--- src/hw/ipv4_fwd_pkg.sv ---
// shared types for the ipv4 forwarding stage
// header, stage records, verdict and wishbone access kinds, wishbone bus structs
package ipv4_fwd_pkg;

    ////////////////////
    // constants

    // wishbone word address width
    localparam int WB_ADDR_BITS = 8;

    ////////////////////
    // header and ports

    typedef logic [3:0] port_t;

    // fixed 20-byte header, no options
    typedef struct packed {
        logic [3:0]  version;
        logic [3:0]  ihl;
        logic [7:0]  tos;
        logic [15:0] total_len;
        logic [15:0] ident;
        logic [15:0] flags_frag;
        logic [7:0]  ttl;
        logic [7:0]  protocol;
        logic [15:0] hdr_checksum;
        logic [31:0] src_addr;
        logic [31:0] dst_addr;
    } ipv4_hdr_t;

    // drop reasons, listed in check priority after forward
    typedef enum logic [2:0] {
        verdict_forward,
        verdict_bad_header,
        verdict_bad_checksum,
        verdict_ttl_expired,
        verdict_no_route
    } fwd_verdict_e;

    ////////////////////
    // pipeline records

    // decode output
    typedef struct packed {
        ipv4_hdr_t hdr;
        logic      hdr_ok;
    } dec_stage_t;

    // execute output
    typedef struct packed {
        ipv4_hdr_t    hdr;
        fwd_verdict_e verdict;
        port_t        port;
    } exe_stage_t;

    // what leaves the pipe
    typedef struct packed {
        ipv4_hdr_t    hdr;
        fwd_verdict_e verdict;
        port_t        port;
    } fwd_result_t;

    // one route table slot
    typedef struct packed {
        logic        valid;
        logic [5:0]  prefix_len;
        port_t       port;
        logic [31:0] prefix;
    } route_entry_t;

    ////////////////////
    // wishbone classic

    typedef enum logic [1:0] {
        wb_access_none,
        wb_access_read,
        wb_access_write
    } wb_access_e;

    typedef struct packed {
        logic                    cyc;
        logic                    stb;
        logic                    we;
        logic [WB_ADDR_BITS-1:0] adr;
        logic [31:0]             dat_w;
    } wb_req_t;

    typedef struct packed {
        logic        ack;
        logic [31:0] dat_r;
    } wb_rsp_t;

endpackage

--- src/hw/ipv4_fwd_execute.sv ---
// execute stage: checksum verify, ttl test, route query and verdict
module ipv4_fwd_execute
    import ipv4_fwd_pkg::*;
#(
    parameter int ROUTE_ENTRIES = 4
) (
    input  var logic        clk,
    input  var logic        reset,

    // from decode
    input  var logic        dec_valid,
    input  var dec_stage_t  dec_in,
    input  var logic        stall,

    // route table lookup, answered in the same cycle
    output var logic [31:0] lookup_addr,
    input  var logic        lookup_hit,
    input  var port_t       lookup_port,

    // stage register
    output var logic        exe_valid,
    output var exe_stage_t  exe_out
);

    logic [159:0] hdr_bits;
    logic [19:0]  sum_acc;
    logic [16:0]  sum_fold1;
    logic [15:0]  sum_fold;
    logic         csum_ok;
    fwd_verdict_e verdict;

    // table size sanity
    if (ROUTE_ENTRIES < 1 || ROUTE_ENTRIES > 32) begin : g_bad_entries
        $error("ROUTE_ENTRIES must be in 1..32");
    end

    assign lookup_addr = dec_in.hdr.dst_addr;
    assign hdr_bits    = dec_in.hdr;

    ////////////////////
    // checksum verify

    // ten halfwords, 20 bits is enough headroom
    always_comb begin
        sum_acc = '0;
        for (int i = 0; i < 10; i++) begin
            sum_acc = sum_acc + {4'b0, hdr_bits[i*16 +: 16]};
        end
    end

    // end-around carry, two folds cover the worst case
    assign sum_fold1 = {1'b0, sum_acc[15:0]} + {13'b0, sum_acc[19:16]};
    assign sum_fold  = sum_fold1[15:0] + {15'b0, sum_fold1[16]};
    assign csum_ok   = (sum_fold == 16'hffff);

    ////////////////////
    // verdict

    // first failing check wins
    always_comb begin
        if (!dec_in.hdr_ok) begin
            verdict = verdict_bad_header;
        end else if (!csum_ok) begin
            verdict = verdict_bad_checksum;
        end else if (dec_in.hdr.ttl <= 8'd1) begin
            verdict = verdict_ttl_expired;
        end else if (!lookup_hit) begin
            verdict = verdict_no_route;
        end else begin
            verdict = verdict_forward;
        end
    end

    ////////////////////
    // stage register

    always_ff @(posedge clk) begin
        if (reset) begin
            exe_valid <= 1'b0;
        end else if (!stall) begin
            exe_valid <= dec_valid;
        end
    end

    // port kept raw, result stage zeroes it for drops
    always_ff @(posedge clk) begin
        if (!stall) begin
            exe_out.hdr     <= dec_in.hdr;
            exe_out.verdict <= verdict;
            exe_out.port    <= lookup_port;
        end
    end

endmodule

--- src/hw/ipv4_fwd_result.sv ---
// result stage: ttl decrement, incremental checksum update, output register and stall
module ipv4_fwd_result
    import ipv4_fwd_pkg::*;
(
    input  var logic        clk,
    input  var logic        reset,

    // from execute
    input  var logic        exe_valid,
    input  var exe_stage_t  exe_in,

    // result stream out
    output var logic        stall,
    output var logic        out_valid,
    input  var logic        out_ready,
    output var fwd_result_t out_result
);

    logic        res_valid;
    logic [7:0]  ttl_dec;
    logic [15:0] old_hw;
    logic [15:0] new_hw;
    logic [15:0] csum_inv;
    logic [15:0] old_hw_inv;
    logic [17:0] upd_sum;
    logic [16:0] upd_fold1;
    logic [15:0] upd_fold;
    fwd_result_t nxt_result;

    // the one stall for the whole pipe
    assign stall     = res_valid && !out_ready;
    assign out_valid = res_valid;

    ////////////////////
    // checksum update

    // ttl shares its halfword with protocol
    assign ttl_dec    = exe_in.hdr.ttl - 8'd1;
    assign old_hw     = {exe_in.hdr.ttl, exe_in.hdr.protocol};
    assign new_hw     = {ttl_dec, exe_in.hdr.protocol};
    assign csum_inv   = ~exe_in.hdr.hdr_checksum;
    assign old_hw_inv = ~old_hw;

    // ~hc + ~m + m', folded back to 16 bits
    assign upd_sum   = {2'b0, csum_inv} + {2'b0, old_hw_inv} + {2'b0, new_hw};
    assign upd_fold1 = {1'b0, upd_sum[15:0]} + {15'b0, upd_sum[17:16]};
    assign upd_fold  = upd_fold1[15:0] + {15'b0, upd_fold1[16]};

    always_comb begin
        // drops leave untouched, port zero
        nxt_result.hdr     = exe_in.hdr;
        nxt_result.verdict = exe_in.verdict;
        nxt_result.port    = '0;
        if (exe_in.verdict == verdict_forward) begin
            nxt_result.hdr.ttl          = ttl_dec;
            nxt_result.hdr.hdr_checksum = ~upd_fold;
            nxt_result.port             = exe_in.port;
        end
    end

    ////////////////////
    // output register

    always_ff @(posedge clk) begin
        if (reset) begin
            res_valid <= 1'b0;
        end else if (!stall) begin
            res_valid <= exe_valid;
        end
    end

    always_ff @(posedge clk) begin
        if (!stall) begin
            out_result <= nxt_result;
        end
    end

    // stream rule, result held until taken
    a_out_stable: assert property (
        @(posedge clk) disable iff (reset)
        (out_valid && !out_ready) |=> (out_valid && $stable(out_result))
    );

    // execute only forwards ttl above one
    a_fwd_ttl: assert property (
        @(posedge clk) disable iff (reset)
        (out_valid && out_result.verdict == verdict_forward) |-> (out_result.hdr.ttl != 8'd0)
    );

endmodule

--- src/hw/ipv4_fwd_top.sv ---
// top of the ipv4 forwarding stage
// three pipeline stages and the route table
module ipv4_fwd_top
    import ipv4_fwd_pkg::*;
#(
    parameter int ROUTE_ENTRIES = 4
) (
    input  var logic        clk,
    input  var logic        reset,

    // header stream
    input  var logic        in_valid,
    output var logic        in_ready,
    input  var ipv4_hdr_t   in_hdr,

    // result stream
    output var logic        out_valid,
    input  var logic        out_ready,
    output var fwd_result_t out_result,

    // route table access
    input  var wb_req_t     wb_req,
    output var wb_rsp_t     wb_rsp
);

    // shared hold, driven by the result stage
    logic        stall;

    // stage registers
    logic        dec_valid;
    dec_stage_t  dec_q;
    logic        exe_valid;
    exe_stage_t  exe_q;

    // execute to table
    logic [31:0] lookup_addr;
    logic        lookup_hit;
    port_t       lookup_port;

    ////////////////////
    // pipeline

    ipv4_hdr_decode ipv4_hdr_decode_inst (
        .clk       ( clk       ),
        .reset     ( reset     ),
        .in_valid  ( in_valid  ),
        .in_hdr    ( in_hdr    ),
        .stall     ( stall     ),
        .in_ready  ( in_ready  ),
        .dec_valid ( dec_valid ),
        .dec_out   ( dec_q     )
    );

    ipv4_fwd_execute #(
        .ROUTE_ENTRIES ( ROUTE_ENTRIES )
    ) ipv4_fwd_execute_inst (
        .clk         ( clk         ),
        .reset       ( reset       ),
        .dec_valid   ( dec_valid   ),
        .dec_in      ( dec_q       ),
        .stall       ( stall       ),
        .lookup_hit  ( lookup_hit  ),
        .lookup_port ( lookup_port ),
        .lookup_addr ( lookup_addr ),
        .exe_valid   ( exe_valid   ),
        .exe_out     ( exe_q       )
    );

    ipv4_fwd_result ipv4_fwd_result_inst (
        .clk        ( clk        ),
        .reset      ( reset      ),
        .exe_valid  ( exe_valid  ),
        .exe_in     ( exe_q      ),
        .out_ready  ( out_ready  ),
        .stall      ( stall      ),
        .out_valid  ( out_valid  ),
        .out_result ( out_result )
    );

    ////////////////////
    // route table

    ipv4_route_table #(
        .ROUTE_ENTRIES ( ROUTE_ENTRIES )
    ) ipv4_route_table_inst (
        .clk         ( clk         ),
        .reset       ( reset       ),
        .wb_req      ( wb_req      ),
        .lookup_addr ( lookup_addr ),
        .wb_rsp      ( wb_rsp      ),
        .lookup_hit  ( lookup_hit  ),
        .lookup_port ( lookup_port )
    );

endmodule

--- src/hw/ipv4_hdr_decode.sv ---
// decode stage: header register plus version and ihl check
module ipv4_hdr_decode
    import ipv4_fwd_pkg::*;
(
    input  var logic       clk,
    input  var logic       reset,

    // header stream in
    input  var logic       in_valid,
    output var logic       in_ready,
    input  var ipv4_hdr_t  in_hdr,

    // pipe control and stage register
    input  var logic       stall,
    output var logic       dec_valid,
    output var dec_stage_t dec_out
);

    logic hdr_ok;

    ////////////////////
    // header check

    // only plain ipv4 with no options goes on as good
    assign hdr_ok = (in_hdr.version == 4'd4) && (in_hdr.ihl == 4'd5);

    // accept whenever the pipe moves
    assign in_ready = ~stall;

    ////////////////////
    // stage register

    // valid bit, cleared by reset
    always_ff @(posedge clk) begin
        if (reset) begin
            dec_valid <= 1'b0;
        end else if (!stall) begin
            dec_valid <= in_valid;
        end
    end

    // payload, loaded on every advance
    always_ff @(posedge clk) begin
        if (!stall) begin
            dec_out.hdr    <= in_hdr;
            dec_out.hdr_ok <= hdr_ok;
        end
    end

    ////////////////////
    // checks

    // held stage keeps both its contents and its valid bit
    a_hold_on_stall: assert property (
        @(posedge clk) disable iff (reset)
        (stall && dec_valid) |=> (dec_valid && $stable(dec_out))
    );

endmodule

--- src/hw/ipv4_route_table.sv ---
// route table: entry registers behind a wishbone classic slave
// plus a first-match prefix lookup
module ipv4_route_table
    import ipv4_fwd_pkg::*;
#(
    parameter int ROUTE_ENTRIES = 4
) (
    input  var logic        clk,
    input  var logic        reset,

    // wishbone classic slave
    input  var wb_req_t     wb_req,
    output var wb_rsp_t     wb_rsp,

    // combinational lookup
    input  var logic [31:0] lookup_addr,
    output var logic        lookup_hit,
    output var port_t       lookup_port
);

    localparam int IDX_BITS = (ROUTE_ENTRIES > 1) ? $clog2(ROUTE_ENTRIES) : 1;

    // entry storage, only valid has a reset
    logic [ROUTE_ENTRIES-1:0] valid_q;
    logic [31:0]              prefix_q     [ROUTE_ENTRIES];
    logic [5:0]               prefix_len_q [ROUTE_ENTRIES];
    port_t                    port_q       [ROUTE_ENTRIES];
    route_entry_t             entry        [ROUTE_ENTRIES];

    wb_access_e                access;
    logic                      req_seen;
    logic                      req_seen_q;
    logic                      ack_q;
    logic [WB_ADDR_BITS-2:0]   word_idx;
    logic                      word_sel;
    logic                      in_range;
    logic [IDX_BITS-1:0]       sel_idx;
    logic [31:0]               rd_word;

    // assembled view of each slot
    always_comb begin
        for (int i = 0; i < ROUTE_ENTRIES; i++) begin
            entry[i].valid      = valid_q[i];
            entry[i].prefix_len = prefix_len_q[i];
            entry[i].port       = port_q[i];
            entry[i].prefix     = prefix_q[i];
        end
    end

    ////////////////////
    // wishbone slave

    assign access = !(wb_req.cyc && wb_req.stb) ? wb_access_none :
                    wb_req.we ? wb_access_write : wb_access_read;
    assign req_seen = (access != wb_access_none);

    // word 2i prefix, word 2i+1 control
    assign word_idx = wb_req.adr[WB_ADDR_BITS-1:1];
    assign word_sel = wb_req.adr[0];
    assign in_range = int'(word_idx) < ROUTE_ENTRIES;
    assign sel_idx  = word_idx[IDX_BITS-1:0];

    // one ack per strobe, then wait for stb to drop
    always_ff @(posedge clk) begin
        if (reset) begin
            req_seen_q <= 1'b0;
            ack_q      <= 1'b0;
        end else begin
            req_seen_q <= req_seen;
            ack_q      <= req_seen && !req_seen_q;
        end
    end

    // valid bits
    always_ff @(posedge clk) begin
        if (reset) begin
            valid_q <= '0;
        end else if (ack_q && access == wb_access_write && in_range && word_sel) begin
            valid_q[sel_idx] <= wb_req.dat_w[31];
        end
    end

    // entry payload, written at the ack edge
    always_ff @(posedge clk) begin
        if (ack_q && access == wb_access_write && in_range) begin
            if (!word_sel) begin
                prefix_q[sel_idx] <= wb_req.dat_w;
            end else begin
                prefix_len_q[sel_idx] <= wb_req.dat_w[13:8];
                port_q[sel_idx]       <= wb_req.dat_w[3:0];
            end
        end
    end

    // read mux, zero past the table
    always_comb begin
        rd_word = '0;
        if (in_range) begin
            if (!word_sel) begin
                rd_word = entry[sel_idx].prefix;
            end else begin
                rd_word = {entry[sel_idx].valid, 17'b0, entry[sel_idx].prefix_len,
                           4'b0, entry[sel_idx].port};
            end
        end
    end

    assign wb_rsp.ack   = ack_q;
    assign wb_rsp.dat_r = rd_word;

    ////////////////////
    // lookup

    // walk downward so the lowest index match is left standing
    always_comb begin
        lookup_hit  = 1'b0;
        lookup_port = '0;
        for (int i = ROUTE_ENTRIES - 1; i >= 0; i--) begin
            // mask of the top prefix_len bits, /0 matches all
            if (entry[i].valid &&
                (((lookup_addr ^ entry[i].prefix) & ~(32'hffff_ffff >> entry[i].prefix_len))
                 == 32'd0)) begin
                lookup_hit  = 1'b1;
                lookup_port = entry[i].port;
            end
        end
    end

    // no ack without a sampled strobe
    a_ack_after_req: assert property (
        @(posedge clk) disable iff (reset)
        wb_rsp.ack |-> $past(wb_req.cyc && wb_req.stb)
    );

endmodule

--- config.mk ---
export PLATFORM = sky130hd
export DESIGN_NAME = ipv4_fwd_top
export DESIGN_NICKNAME = d
export VERILOG_FILES = /design/src/hw/ipv4_fwd_pkg.sv /design/src/hw/ipv4_fwd_execute.sv /design/src/hw/ipv4_fwd_result.sv /design/src/hw/ipv4_fwd_top.sv /design/src/hw/ipv4_hdr_decode.sv /design/src/hw/ipv4_route_table.sv
export SDC_FILE = /design/constraint.sdc
export NUM_CORES = 1
export LEC_CHECK = 0
export CAP_MARGIN = 10
export CORE_UTILIZATION = 55
export CTS_CLUSTER_DIAMETER = 50
export DETAILED_ROUTE_END_ITERATION = 10
export DONT_BUFFER_PORTS = 1
export PLACE_DENSITY = 0.74
export SLEW_MARGIN = 20
export SYNTH_ARGS = -nofsm -noshare
export SYNTH_HDL_FRONTEND = slang
export SYNTH_SLANG_ARGS = --single-unit
--- constraint.sdc ---
create_clock -name clk -period 21.9 [get_ports clk]
set_clock_uncertainty 0.1 [all_clocks]
set_input_delay 4.38 -clock clk [delete_from_list [all_inputs] [get_ports clk]]
set_output_delay 4.38 -clock clk [all_outputs]
set_load 0.05 [all_outputs]
; ---- Yosys cells after proc, flatten, opt, wreduce, memory -nomap -nowiden
; Memory sizes are Yosys's and may differ from the RTL's.
; Cells that the tools add are included.
[totals]
regBits = 504
mem_bits_rw = 168
out_inout_bits = 202
word_cells = 146
n_memories = 3
[op_classes]
add_sub_neg = 16
n_lt_le_gt_ge = 5
eq_ne = 4
n_shift = 4
muxes = 29
bitwise = 19
reduce_logical = 21
[mem_list]
columns = memory, depth, width, read_ports, rd_ports_with_merged_regs, write_ports, line
row1 = ipv4_route_table_inst.prefix_q, 4, 32, 4, 0, 1, ipv4_route_table.sv:25  ; logic [31:0] prefix_q [ROUTE_ENTRIES];
row2 = ipv4_route_table_inst.prefix_len_q, 4, 6, 4, 0, 1, ipv4_route_table.sv:26  ; logic [5:0] prefix_len_q [ROUTE_ENTRIES];
row3 = ipv4_route_table_inst.port_q, 4, 4, 4, 0, 1, ipv4_route_table.sv:27  ; port_t port_q [ROUTE_ENTRIES];
[ops]
columns = operator, n
row1 = $add A20 B16 Y20, 8
row2 = $and A32 B32 Y32, 4
row3 = $logic_not A32 Y1, 4
row4 = $not A32 Y32, 4
row5 = $shr A32 B6 Y32 const A, 4
row6 = $xor A32 B32 Y32, 4
row7 = $bmux W43 S2, 1
row8 = $mux W43, 2
row9 = $mux W32, 2
row10 = $not A16 Y16, 3
row11 = $add A16 B16 Y17, 2
row12 = $add A16 B1 Y16, 2
row13 = $add A18 B16 Y18, 1
row14 = $add A16 B2 Y17, 1
row15 = $add A16 B4 Y17, 1
row16 = $eq A16 B16 Y1 const B, 1
row17 = $mux W16, 1
row18 = $mux W4, 4
row19 = $logic_and A1 B1 Y1, 12
row20 = $mux W1, 11
row21 = $eq A4 B3 Y1 const B, 2
row22 = $le A8 B1 Y1 const B, 1
row23 = $mux W2, 4
row24 = $mux W8, 1
row25 = 15 further kinds, 18

; ---- Longest topological paths before layout
; Gate-level depths: netlist of the first run.
[logic_depth]
word_depth = 14
ltp_mapped = 49
depth_no_buf = 48

; ---- By module
; Synthesis of the first run repeated with hierarchy kept, for this count alone.
[hier_totals]
cells_unflattened = 2126
hier_area_um2 = 32160.8
[modules_own_cells]
columns = module, instances, cells_per_inst, area_per_inst_um2, seq_area_each_um2
row1 = ipv4_fwd_execute, 1, 698, 10097.2, 5034.8
row2 = ipv4_route_table, 1, 754, 9678.0, 5165.0
row3 = ipv4_fwd_result, 1, 506, 7489.7, 5034.8
row4 = ipv4_hdr_decode, 1, 168, 4895.9, 4854.7

; ---- Least setup slack after synthesis of the first run
; Ideal clock, no wire load.
[synth_path]
kind = input port to output port
from = input port out_ready
to = output port in_ready
t_arrival_ps = 16607
required_time_ps = 17420
path_slack_ps = 813
cell_stages = 1
n_path_buf = 0
cell_sequence = nand2b_1
[synth_between]
elab_chain_len = 3
[synth_lines]
columns = item, line
row1 = "start, declared", ipv4_fwd_top.sv:18  ; input var logic out_ready,
row2 = $logic_not A1 Y1, ipv4_fwd_result.sv:31  ; assign stall = res_valid && !out_ready;
row3 = $logic_and A1 B1 Y1, ipv4_fwd_result.sv:31
row4 = $not A1 Y1, ipv4_hdr_decode.sv:28  ; assign in_ready = ~stall;
row5 = "end, declared", ipv4_fwd_top.sv:13  ; output var logic in_ready,
; Every way passes these cells.

; ---- Final worst setup path of the first run
[layout_path]
from = register ipv4_hdr_decode_inst.dec_out[17] in the netlist's numbering
to = register ipv4_fwd_execute_inst.exe_out[5] in the netlist's numbering (data pin)
[layout_between]
elab_chain_len = 13
[layout_lines]
columns = item, line
row1 = "start, declared", ipv4_hdr_decode.sv:16  ; output var dec_stage_t dec_out
row2 = $add A16 B16 Y17, ipv4_fwd_execute.sv:47  ; sum_acc = sum_acc + {4'b0, hdr_bits[i*16 +: 16]};
row3 = $add A20 B16 Y20 (8 in a row), ipv4_fwd_execute.sv:47
row4 = $add A16 B4 Y17, ipv4_fwd_execute.sv:52  ; assign sum_fold1 = {1'b0, sum_acc[15:0]} + {13'b0, sum_acc[19:16]};
row5 = $add A16 B1 Y16, ipv4_fwd_execute.sv:53  ; assign sum_fold = sum_fold1[15:0] + {15'b0, sum_fold1[16]};
row6 = $eq A16 B16 Y1, ipv4_fwd_execute.sv:54  ; assign csum_ok = (sum_fold == 16'hffff);
row7 = $mux W2, ipv4_fwd_execute.sv:63  ; end else if (!csum_ok) begin
row8 = "end, declared", ipv4_fwd_execute.sv:22  ; output var exe_stage_t exe_out
; Every way passes these cells.
; A chain may end at the register's enable or synchronous reset.

==> results of run 1 <==
==> layer usage <==
metal  routed length, um  up-vias  track usage (%)
met5                   0        -                0
met3                5070      131             5.07
met4                2680        0             9.27
li1                    -     7862                -
met1               29900     8918             33.1
met2               41900      760             48.9
==> registers in the layout, indices dropped and copies added (netlist names), 4 cells and up <==
| signal | flops |
|---|---|
| ipv4_route_table_inst.prefix_q | 128 |
| ipv4_route_table_inst.port_q | 16 |
| ipv4_hdr_decode_inst.dec_out | 161 |
| ipv4_route_table_inst.valid_q | 4 |
| ipv4_fwd_execute_inst.exe_out | 167 |
| ipv4_route_table_inst.prefix_len_q | 24 |
| ipv4_fwd_result_inst.out_result | 167 |
==> worst register-to-register path, delay by kind of cell, from the launching register on <==
kind	cells	cell delay, ns
AND/OR/NAND/NOR	13	2.19
AO/OA/AOI/OAI	17	4.12
flip-flops	1	0.53
adder cells (fa/ha/maj)	9	3.68
XOR/XNOR	3	0.50
buffers and inverters	5	0.39
==> cells by family after synthesis <==
group	share of synthesized area [%]
muxes	4.03
and+or+nand+nor	6.28
DFF	63.6
adders and majority gates	10.5
buffers and inverters	2.91
xor gates and xnor gates	6.13
AOI/OAI and AO/OA	6.50
==> Yosys cell counts, drive strengths merged (7+ instances only) <==
cell type / number / area (um2)
o21ai: 74 / 370
o31ai: 7 / 52.6
dfxtp: 9 / 180
and3: 14 / 88.8
o21a: 15 / 113
nor3: 38 / 200
or3: 12 / 75.1
nand2: 91 / 342
nand2b: 15 / 93.8
a21o: 16 / 120
mux4: 43 / 968
nor4: 16 / 121
nand3: 30 / 155
o21bai: 10 / 75.1
clkbuf: 41 / 154
a31oi: 12 / 90.1
nor2b: 33 / 206
ha: 80 / 1000
o22ai: 7 / 43.8
mux2i: 26 / 260
xnor2: 131 / 1150
fa: 116 / 2320
xor2: 90 / 788
o31a: 7 / 61.3
o211ai: 12 / 95.1
inv: 196 / 736
a211oi: 7 / 70.1
a21oi: 87 / 443
nor2: 101 / 379
buf: 7 / 30.0
edfxtp: 663 / 19900
nand4: 10 / 62.6
and2: 12 / 75.1
==> placed cells by master (no fill, tap or decap), drive strengths merged, types with 9 or more instances in the layout <==
cell    netlist  layout
a21oi        87      87
nand3        30      30
nand4        10      10
o21bai       10      10
mux4         43      43
o211ai       12      12
nor4         16      16
ha           80      80
buf           7      31
clkbuf       41      89
clkinv        0      34
mux2i        26      26
fa          116     116
dfxtp         9       9
and2         12      12
edfxtp      663     663
a21o         16      16
xor2         90      90
nor3         38      38
and3         14      14
xnor2       131     131
nor2        101     101
o21ai        74      74
nor2b        33      33
nand2b       15      15
nand2        91      91
or3          12      12
inv         196     210
o21a         15      15
a31oi        12      12
==> through the flow <==
stage	std cells	setup slack [ns]	hold WS (ns)	cell area [um2]	total power (uW)
5_1_grt	2992	9.37	0.309	35200	5610
3_3_place_gp	2847	10.76	0.282	32600	3960
2_1_floorplan	2108	0.813	0.276	31600	3470
3_5_place_dp	2847	10.36	0.287	32600	4000
6_report	2994	10.15	0.293	35200	5280
4_1_cts	2992	10.28	0.295	35200	5300
==> power by group <==
| group | switching (uW) | internal [uW] | total (uW) | leakage (uW) |
|---|---|---|---|---|
| Sequential | 140 | 1490 | 1630 | 0.00681 |
| Clock | 540 | 740 | 1280 | 0.00126 |
| Combinational | 1400 | 973 | 2370 | 0.00514 |
==> worst min-delay path by stage <==
stage / startpoint / endpoint / slack [ns] / depth (start not counted)
finish: ipv4_route_table_inst.req_seen_q$_SDFF_PP0_ / ipv4_route_table_inst.ack_q$_SDFF_PP0_ / 0.29 / 1
global route: ipv4_route_table_inst.req_seen_q$_SDFF_PP0_ / ipv4_route_table_inst.ack_q$_SDFF_PP0_ / 0.31 / 1
CTS: ipv4_route_table_inst.req_seen_q$_SDFF_PP0_ / ipv4_route_table_inst.ack_q$_SDFF_PP0_ / 0.30 / 1
detailed placement: ipv4_route_table_inst.req_seen_q$_SDFF_PP0_ / ipv4_route_table_inst.ack_q$_SDFF_PP0_ / 0.29 / 1
global placement: ipv4_route_table_inst.req_seen_q$_SDFF_PP0_ / ipv4_route_table_inst.ack_q$_SDFF_PP0_ / 0.28 / 1
floorplan: ipv4_route_table_inst.req_seen_q$_SDFF_PP0_ / ipv4_route_table_inst.ack_q$_SDFF_PP0_ / 0.28 / 1
==> area by class of cell <==
class / instances / area share [%]
clock inverter: 56 / 1.48
tap: 756 / 2.69
sequential: 672 / 57.1
multi-input combinational: 1192 / 30.1
antenna: 2 / 0.0142
inverter: 196 / 2.09
timing repair buffer: 31 / 0.697
clock buffer: 89 / 5.84
==> metrics.md, run 1 <==
| Metric | Value |
|---|---|
| Initial Util | `55.8%` |
| Final core utilization | `just over 60%` |
| Avg Vias per Cell | `around 6` |
| Area growth from synthesis to layout | `11.5%` |
| Setup_tns | `0 ns` |
| Antenna viol nets, final | `0` |
| # rows | `87` |
| Crit path max-delay family | `compound AO/OA/AOI/OAI gates` |
| Clk root buf | `clkbuf_16` |
| Post-synth EDFFs | `663` |
| Reg2reg setup slack | `10.15 ns` |
| RSZ-0062 raised after global routing | `no` |
| Syn nets | `approximately 2500` |
| Synthesized area per cell | `between 10 and 15 um2` |
| Cell variety after synth | `87` |
| CTS Sinks | `between 600 and 700` |
| # fillers | `4191` |
| Crit path capture | `ipv4_fwd_execute_inst.exe_out[5]$_SDFFCE_PN0N_` |
| Die area | `58400 um2` |
| Cell Area, Synth | `31600 um2` |
| Worst reg2reg startpoint | `ipv4_hdr_decode_inst.dec_out[17]$_DFFE_PN_` |
| Vias in the first global route | `18236` |
| Post-CTS Setup Inserts | `0` |
| Core footprint | `56600 um2` |
| Max VDD drop | `0.000221 V` |
| Cts hold-fix bufs | `0` |
| Worst stage delay on the critical path | `0.63 ns` |
| Post-CTS resize count | `0` |
| Drt total wl | `79600 um` |
| Die X | `242 um` |
| Critical Path Source Type | `register` |
| Area of the multi-input gates | `10600 um2` |
| Status | `finished, final reports clean` |
| WP depth | `47` |
| Final Hold Vio Count | `0` |
| Worst-Skew Late Latency | `between 0.6 and 0.7 ns` |
| R2R cell count | `47` |
| RR Endpoint | `ipv4_fwd_execute_inst.exe_out[5]$_SDFFCE_PN0N_` |
| RePlAce Congestion | `between 0.9 and 1` |
| Period utilization | `53.6%` |
| Sequential share of the synthesized area | `63.6%` |
| Die Ht | `between 200 and 250 um` |
| DRT iter0 DRCs | `1497` |
| Port bufs | `0` |
| Crit. End Element | `register` |
| CTS clock-pin slew for the worst setup and hold paths | `roughly 0.060 ns` |
| Share of post-route cells with drive strength above 1 | `10.8%` |
| Worst setup path class | `register to register` |
| Max_slew headroom | `24.4%` |
| MaxCap Viol Count | `0` |
| Tmin final | `11.75 ns` |
| Wirelength per Cell | `roughly 27 um` |
| HP Class | `register to register` |
| Post-Syn Instances | `2108` |
| Hpwl dp | `59200 um` |
| Commonest register cell after synthesis | `edfxtp_1` |
| Slowest stage cell, crit path | `o21ai_0` |
| PD cells | `150 nW/um2` |
| Num CTS Buffers | `79` |
| Critical path arrival | `12.01 ns` |
| CTS max path bufs | `3` |
| Final nets | `2575` |
| Via Count | `between 15000 and 20000` |
| Setup violations, final | `0` |
| Pre-antenna DRT Iters | `5` |
| Largest net degree at the start of global routing | `between 150 and 200` |
| Register area | `20100 um2` |
| CP required | `22.16 ns` |
| H-tree depth | `3` |
| Crit path from | `ipv4_hdr_decode_inst.dec_out[17]$_DFFE_PN_` |
| Critical-path maximum fanout | `7` |
| Initial antenna violation count | `1` |
| Drc violations | `0` |
| Warnings from Yosys | `0` |
| Worst-margin pin slew | `1.13 ns` |
| First-pass GRT wire length | `117000 um` |
| I/O Pins | `409` |
| Fmax | `0.0851 GHz` |
| Buf/Inv on CP | `5` |
| Leak pwr | `0.0132 uW` |
| GR Overflow Total | `0` |
| CTS tree | `done` |
| Slew Limit Fails | `0` |
| All-Layer GR Usage | `between 20 and 30%` |
| Fraction of registers with async set/reset | `0%` |
| Seq cells post-synth | `672` |
(Power assumes the default switching activity.)
==> run 2: changes to the inputs <==
- clock period: 21.9 -> 11.3 ns (I/O delays scaled with it)
==> run 2 against run 1 <==
  * Clock power is 91% higher
  * Global-route usage is 0.43 points higher
  * Die area stayed put
  * Power is 96% higher
  * Count of clock-buffer cells in the layout is 3 higher
  * Largest power group unchanged
  * Setup slack worse by 9.6 ns
  * Cell count is 0.13% higher
  * Design area is 0.19% higher
  * Combinational power is 100% higher
==> metrics.md, run 2 (synthesis results as in run 1) <==
| Metric | Value |
|---|---|
| Int Power | `6240 uW` |
| RePlAce Congestion | `roughly 0.94` |
| All-Layer GR Usage | `27.7%` |
| Hpwl dp | `60000 um` |
| Final Hold Vio Count | `0` |
| Min-Delay Endpoint | `ipv4_route_table_inst.ack_q$_SDFF_PP0_` |
| Critical-path maximum fanout | `6` |
| Leak pwr | `0.0133 uW` |
| Tmin final | `10.76 ns` |
| Final nets | `2583` |
| Largest net degree at the start of global routing | `roughly 180` |
| Max VDD drop | `around 0.00033 V` |
| Psw | `4130 uW` |
| Pre-antenna DRT Iters | `7` |
| Num CTS Buffers | `79` |
| Min-delay src | `ipv4_route_table_inst.req_seen_q$_SDFF_PP0_` |
| Clk pwr share | `between 20% and 30%` |
| GR Overflow Total | `0` |
| Registers with the most flip-flops | `ipv4_fwd_execute_inst.exe_out (167), ipv4_fwd_result_inst.out_result (167), ipv4_hdr_decode_inst.dec_out (161)` |
| Worst-Skew Late Latency | `0.61 ns` |
| Most common cell after layout, fill and taps aside | `edfxtp_1` |
| Share of post-route cells with drive strength above 1 | `between 10% and 20%` |
| Initial Util | `55.8%` |
| H-tree depth | `3` |
| Worst-margin pin slew | `1.13 ns` |
| Drc violations | `0` |
| Initial antenna violation count | `0` |
| Port bufs | `0` |
| Total power | `10400 uW` |
| Critical path arrival | `11.01 ns` |
| First-pass GRT wire length | `118000 um` |
| MaxCap Viol Count | `0` |
| I/O Pins | `409` |
| RR Endpoint | `ipv4_fwd_execute_inst.exe_out[5]$_SDFFCE_PN0N_` |
| Most frequent cells in the layout | `edfxtp_1 (663), inv_1 (196), xnor2_1 (130)` |
| # rows | `87` |
| Critical Path Source Type | `register` |
| Die area | `58400 um2` |
| Reg2reg setup slack | `around 0.54 ns` |
| CTS max path bufs | `3` |
| Antenna viol nets, final | `0` |
| Post-CTS Setup Inserts | `0` |
| Gate power share | `46.0%` |
| Worst reg2reg startpoint | `ipv4_hdr_decode_inst.dec_out[2]$_DFFE_PN_` |
| Post-DP Area | `32700 um2` |
| Wirelength per Cell | `between 20 and 30 um` |
| Worst setup path class | `register to register` |
| Clk root buf | `clkbuf_16` |
| Fmax | `0.0930 GHz` |
| Drt total wl | `80300 um` |
| Hold slack | `0.304 ns` |
| Via Count | `17844` |
| Max_slew headroom | `24.4%` |
| # fillers | `4205` |
| Avg Vias per Cell | `5.95` |
| CP required | `11.55 ns` |
| Status | `finished, final reports clean` |
| Worst Hold Depth | `1` |
| Area growth from synthesis to layout | `11.7%` |
| Setup violations, final | `0` |
| Slowest stage cell, crit path | `fa_1` |
| DRT iter0 DRCs | `about 1500` |
| Reg power frac | `30.4%` |
| Vias in the first global route | `18308` |
| Period utilization | `between 90% and 100%` |
| Crit. End Element | `register` |
| CP dominant cell by count | `fa_1` |
| Die Ht | `242 um` |
| Core footprint | `56600 um2` |
| PD cells | `294 nW/um2` |
| Setup_tns | `0 ns` |
| Post-CTS resize count | `0` |
| CTS clock-pin slew for the worst setup and hold paths | `around 0.060 ns` |
| RSZ-0062 raised after global routing | `no` |
| Finished Cell Area | `35300 um2` |
| Slew Limit Fails | `0` |
| HP Class | `register to register` |
| CTS Sinks | `between 600 and 700` |
| R2R cell count | `45` |
| Worst stage delay on the critical path | `0.55 ns` |
| Die X | `approximately 240 um` |
| Cts hold-fix bufs | `0` |
| CTS tree | `done` |
| Net Sw Frac | `39.8%` |
[run 2: worst max-delay path: cells and delay by family (launching register included)]
| kind | cells | cell delay (ns) |
|---|---|---|
| AOI/OAI and AO/OA | 15 | 3.26 |
| xor gates and xnor gates | 3 | 0.47 |
| adders and majority gates | 9 | 3.54 |
| buffers and inverters | 4 | 0.34 |
| DFF | 1 | 0.39 |
| and+or+nand+nor | 14 | 2.42 |
[run 2: stage by stage]
step / utilization (%) / setup WS, ns / cells
floorplan: - / 0.297 / 2108
global route: 62.3 / 0.00457 / 2996
CTS: 62.2 / 0.158 / 2995
detailed placement: 57.7 / 0.180 / 2854
finish: 62.3 / 0.543 / 2998
global placement: 57.7 / 0.462 / 2854
[run 2: power groups by stage]
stage	Clock (uW)	Sequential, uW	Combinational, uW
5_1_grt	2580	3170	5210
6_report	2450	3160	4770
2_1_floorplan	0	3180	3540
3_3_place_gp	0	3200	4550
4_1_cts	2480	3160	4660
3_5_place_dp	0	3210	4620
[run 2: worst max-delay path by stage]
| stage | startpoint | end | slack (ns) | depth (start not counted) |
|---|---|---|---|---|
| after detailed placement | ipv4_hdr_decode_inst.dec_out[1]$_DFFE_PN_ | ipv4_fwd_execute_inst.exe_out[5]$_SDFFCE_PN0N_ | 0.18 | 46 |
| after CTS | ipv4_hdr_decode_inst.dec_out[1]$_DFFE_PN_ | ipv4_fwd_execute_inst.exe_out[5]$_SDFFCE_PN0N_ | 0.16 | 46 |
| final | ipv4_hdr_decode_inst.dec_out[2]$_DFFE_PN_ | ipv4_fwd_execute_inst.exe_out[5]$_SDFFCE_PN0N_ | 0.54 | 45 |
| after floorplan | out_ready | in_ready | 0.30 | 1 |
| after global placement | ipv4_hdr_decode_inst.dec_out[1]$_DFFE_PN_ | ipv4_fwd_execute_inst.exe_out[5]$_SDFFCE_PN0N_ | 0.46 | 46 |
| after global routing | ipv4_hdr_decode_inst.dec_out[2]$_DFFE_PN_ | ipv4_fwd_execute_inst.exe_out[5]$_SDFFCE_PN0N_ | 0.005 | 45 |
[run 2: routing by layer]
| layer | track usage (%) | vias up | share of wire [%] |
|---|---|---|---|
| met4 | 8.51 | 0 | 3.0 |
| met5 | 0 | - | 0 |
| met2 | 48.7 | 744 | 52 |
| met1 | 34.6 | 9099 | 38 |
| met3 | 5.64 | 138 | 6.6 |
| li1 | - | 7863 | - |
[run 2: area by class of cell]
type	instances	area, um2	share of cell area [%]
multi-input cells	1192	10600	30.2
clock buffers	92	2070	5.86
well taps	756	946	2.68
inverters	196	736	2.09
flip-flops and latches	672	20100	57.0
diodes	2	5.00	0.0142
repair buffers	39	338	0.958
clock inverters	49	444	1.26
==> run 3: changes to the inputs <==
- RECOVER_POWER: not set -> 50
==> run 3 against run 2 <==
  * The flow now finishes with violations (capacitance limit, slew limit)
  * Hold slack worse by 0.0022 ns
  * Core utilization down 0.13 points
  * Register-to-register slack about the same
  * Critical endpoint unchanged
  * First-iteration DRC count up 1.4%
==> metrics.md, run 3 (synthesis results as in run 1) <==
| Metric | Value |
|---|---|
| CTS clock-pin slew for the worst setup and hold paths | `roughly 0.060 ns` |
| Cts hold-fix bufs | `0` |
| Slew Limit Fails | `89` |
| Post-DP Area | `32700 um2` |
| Status | `finished, violations left` |
| Clk root buf | `clkbuf_16` |
| Die X | `242 um` |
| Drc violations | `0` |
| RePlAce Congestion | `0.944` |
| MaxCap Viol Count | `2` |
| Finished Cell Area | `35200 um2` |
| Antenna viol nets, final | `0` |
| Fmax | `between 0.09 and 0.1 GHz` |
| Register area | `20100 um2` |
| Int Power | `6240 uW` |
| Period utilization | `95.3%` |
| Min-delay src | `ipv4_route_table_inst.req_seen_q$_SDFF_PP0_` |
| Avg Vias per Cell | `5.92` |
| CTS max path bufs | `3` |
| Leak pwr | `approximately 0.013 uW` |
| Min-Delay Endpoint | `ipv4_route_table_inst.ack_q$_SDFF_PP0_` |
| Die Ht | `242 um` |
| Port bufs | `0` |
| Psw | `4130 uW` |
| Worst Hold Depth | `1` |
| DRT iter0 DRCs | `1506` |
| CP required | `approximately 12 ns` |
| Via Count | `17753` |
| Critical Path Source Type | `register` |
| Max VDD drop | `0.000327 V` |
| Worst-margin pin slew | `3.28 ns` |
| Tmin final | `10.77 ns` |
| Most frequent cells in the layout | `edfxtp_1 (663), inv_1 (196), xnor2_1 (130)` |
| Violated checks | `capacitance limit, slew limit` |
| Initial antenna violation count | `0` |
| Gate power share | `46.0%` |
| First-pass GRT wire length | `~120000 um` |
| Clk pwr share | `23.6%` |
| RSZ-0062 raised after global routing | `no` |
| Worst stage delay on the critical path | `0.55 ns` |
| Final nets | `2583` |
| Num CTS Buffers | `79` |
| CP dominant cell by count | `fa_1` |
| Drt total wl | `80200 um` |
| Area growth from synthesis to layout | `11.4%` |
| Post-CTS Setup Inserts | `0` |
| Share of post-route cells with drive strength above 1 | `10.3%` |
| Most common cell after layout, fill and taps aside | `edfxtp_1` |
| Crit. End Element | `register` |
| Worst-Skew Late Latency | `between 0.6 and 0.7 ns` |
| # rows | `87` |
| Core footprint | `about 57000 um2` |
| Slowest stage cell, crit path | `fa_1` |
| GR Overflow Total | `0` |
| Pre-antenna DRT Iters | `5` |
| Initial Util | `55.8%` |
| CTS Sinks | `672` |
| Hpwl dp | `60000 um` |
| Area of the multi-input gates | `10600 um2` |
| RR Endpoint | `ipv4_fwd_execute_inst.exe_out[5]$_SDFFCE_PN0N_` |
| # fillers | `4220` |
| All-Layer GR Usage | `27.7%` |
| I/O Pins | `409` |
| Vias in the first global route | `18308` |
| Setup_tns | `0 ns` |
| Reg power frac | `a little under a third` |
| Registers with the most flip-flops | `ipv4_fwd_execute_inst.exe_out (167), ipv4_fwd_result_inst.out_result (167), ipv4_hdr_decode_inst.dec_out (161)` |
| Worst reg2reg startpoint | `ipv4_hdr_decode_inst.dec_out[2]$_DFFE_PN_` |
| Critical path arrival | `between 10 and 15 ns` |
| Final Hold Vio Count | `0` |
| Reg2reg setup slack | `0.53 ns` |
| Largest net degree at the start of global routing | `approximately 180` |
| H-tree depth | `3` |
| PD cells | `295 nW/um2` |
| Wirelength per Cell | `26.7 um` |
| Net Sw Frac | `approximately 40%` |
| CTS tree | `done` |
| Max_slew headroom | `-119%` |
| R2R cell count | `45` |
| Critical-path maximum fanout | `6` |
| HP Class | `register to register` |
| Worst setup path class | `register to register` |
| Setup violations, final | `0` |
| Die area | `58400 um2` |
[run 3: through the flow]
stage	hold slack, ns	total power [uW]	std cells	setup WS, ns	util (%)
final	0.302	10400	2999	0.534	62.2
after global routing	0.318	11000	2996	0.00457	62.2
after CTS	0.305	10300	2995	0.158	62.2
after detailed placement	0.298	7830	2854	0.180	57.7
after global placement	0.282	7750	2854	0.462	57.7
after floorplan	0.276	6720	2108	0.297	-
[run 3: critical path: cells and delay by family (launching register included)]
kind / cells / cell delay [ns]
adders and majority gates: 9 / 3.53
AOI/OAI and AO/OA: 15 / 3.24
and+or+nand+nor: 14 / 2.42
xor gates and xnor gates: 3 / 0.47
DFF: 1 / 0.40
buffers and inverters: 4 / 0.34
[run 3: final cells by class]
type | count | area share [%]
antenna | 3 | 0.0213
clock buffer | 92 | 5.88
timing repair buffer | 39 | 0.786
clock inverter | 49 | 1.26
inverter | 196 | 2.09
tap | 756 | 2.69
multi-input combinational | 1192 | 30.2
sequential | 672 | 57.1
[run 3: metal layers]
metal | GRT usage, % | part of all wire, % | vias to the layer above
met5 | 0 | 0 | -
met2 | 48.7 | 53 | 674
met1 | 34.6 | 38 | 9093
met3 | 5.64 | 6.4 | 129
li1 | - | - | 7857
met4 | 8.51 | 3.0 | 0
[run 3: power by group through the flow]
stage	Combinational, uW	Sequential (uW)	Clock, uW
after floorplan	3540	3180	0
after global placement	4550	3200	0
final	4770	3160	2440
after CTS	4660	3160	2480
after global routing	5210	3170	2580
after detailed placement	4620	3210	0
[run 3: what timing repair did]
action	4_1_cts	5_1_grt
endpoints found under the hold margin	0	0
endpoints found under the setup margin	0	3
resized for setup	0	10
[run 3: how the worst max path moves through the flow]
stage	to	slack [ns]	cells after the start	start
2_1_floorplan	in_ready	0.30	1	out_ready
3_3_place_gp	ipv4_fwd_execute_inst.exe_out[5]$_SDFFCE_PN0N_	0.46	46	ipv4_hdr_decode_inst.dec_out[1]$_DFFE_PN_
3_5_place_dp	ipv4_fwd_execute_inst.exe_out[5]$_SDFFCE_PN0N_	0.18	46	ipv4_hdr_decode_inst.dec_out[1]$_DFFE_PN_
4_1_cts	ipv4_fwd_execute_inst.exe_out[5]$_SDFFCE_PN0N_	0.16	46	ipv4_hdr_decode_inst.dec_out[1]$_DFFE_PN_
5_1_grt	ipv4_fwd_execute_inst.exe_out[5]$_SDFFCE_PN0N_	0.005	45	ipv4_hdr_decode_inst.dec_out[2]$_DFFE_PN_
6_report	ipv4_fwd_execute_inst.exe_out[5]$_SDFFCE_PN0N_	0.53	45	ipv4_hdr_decode_inst.dec_out[2]$_DFFE_PN_
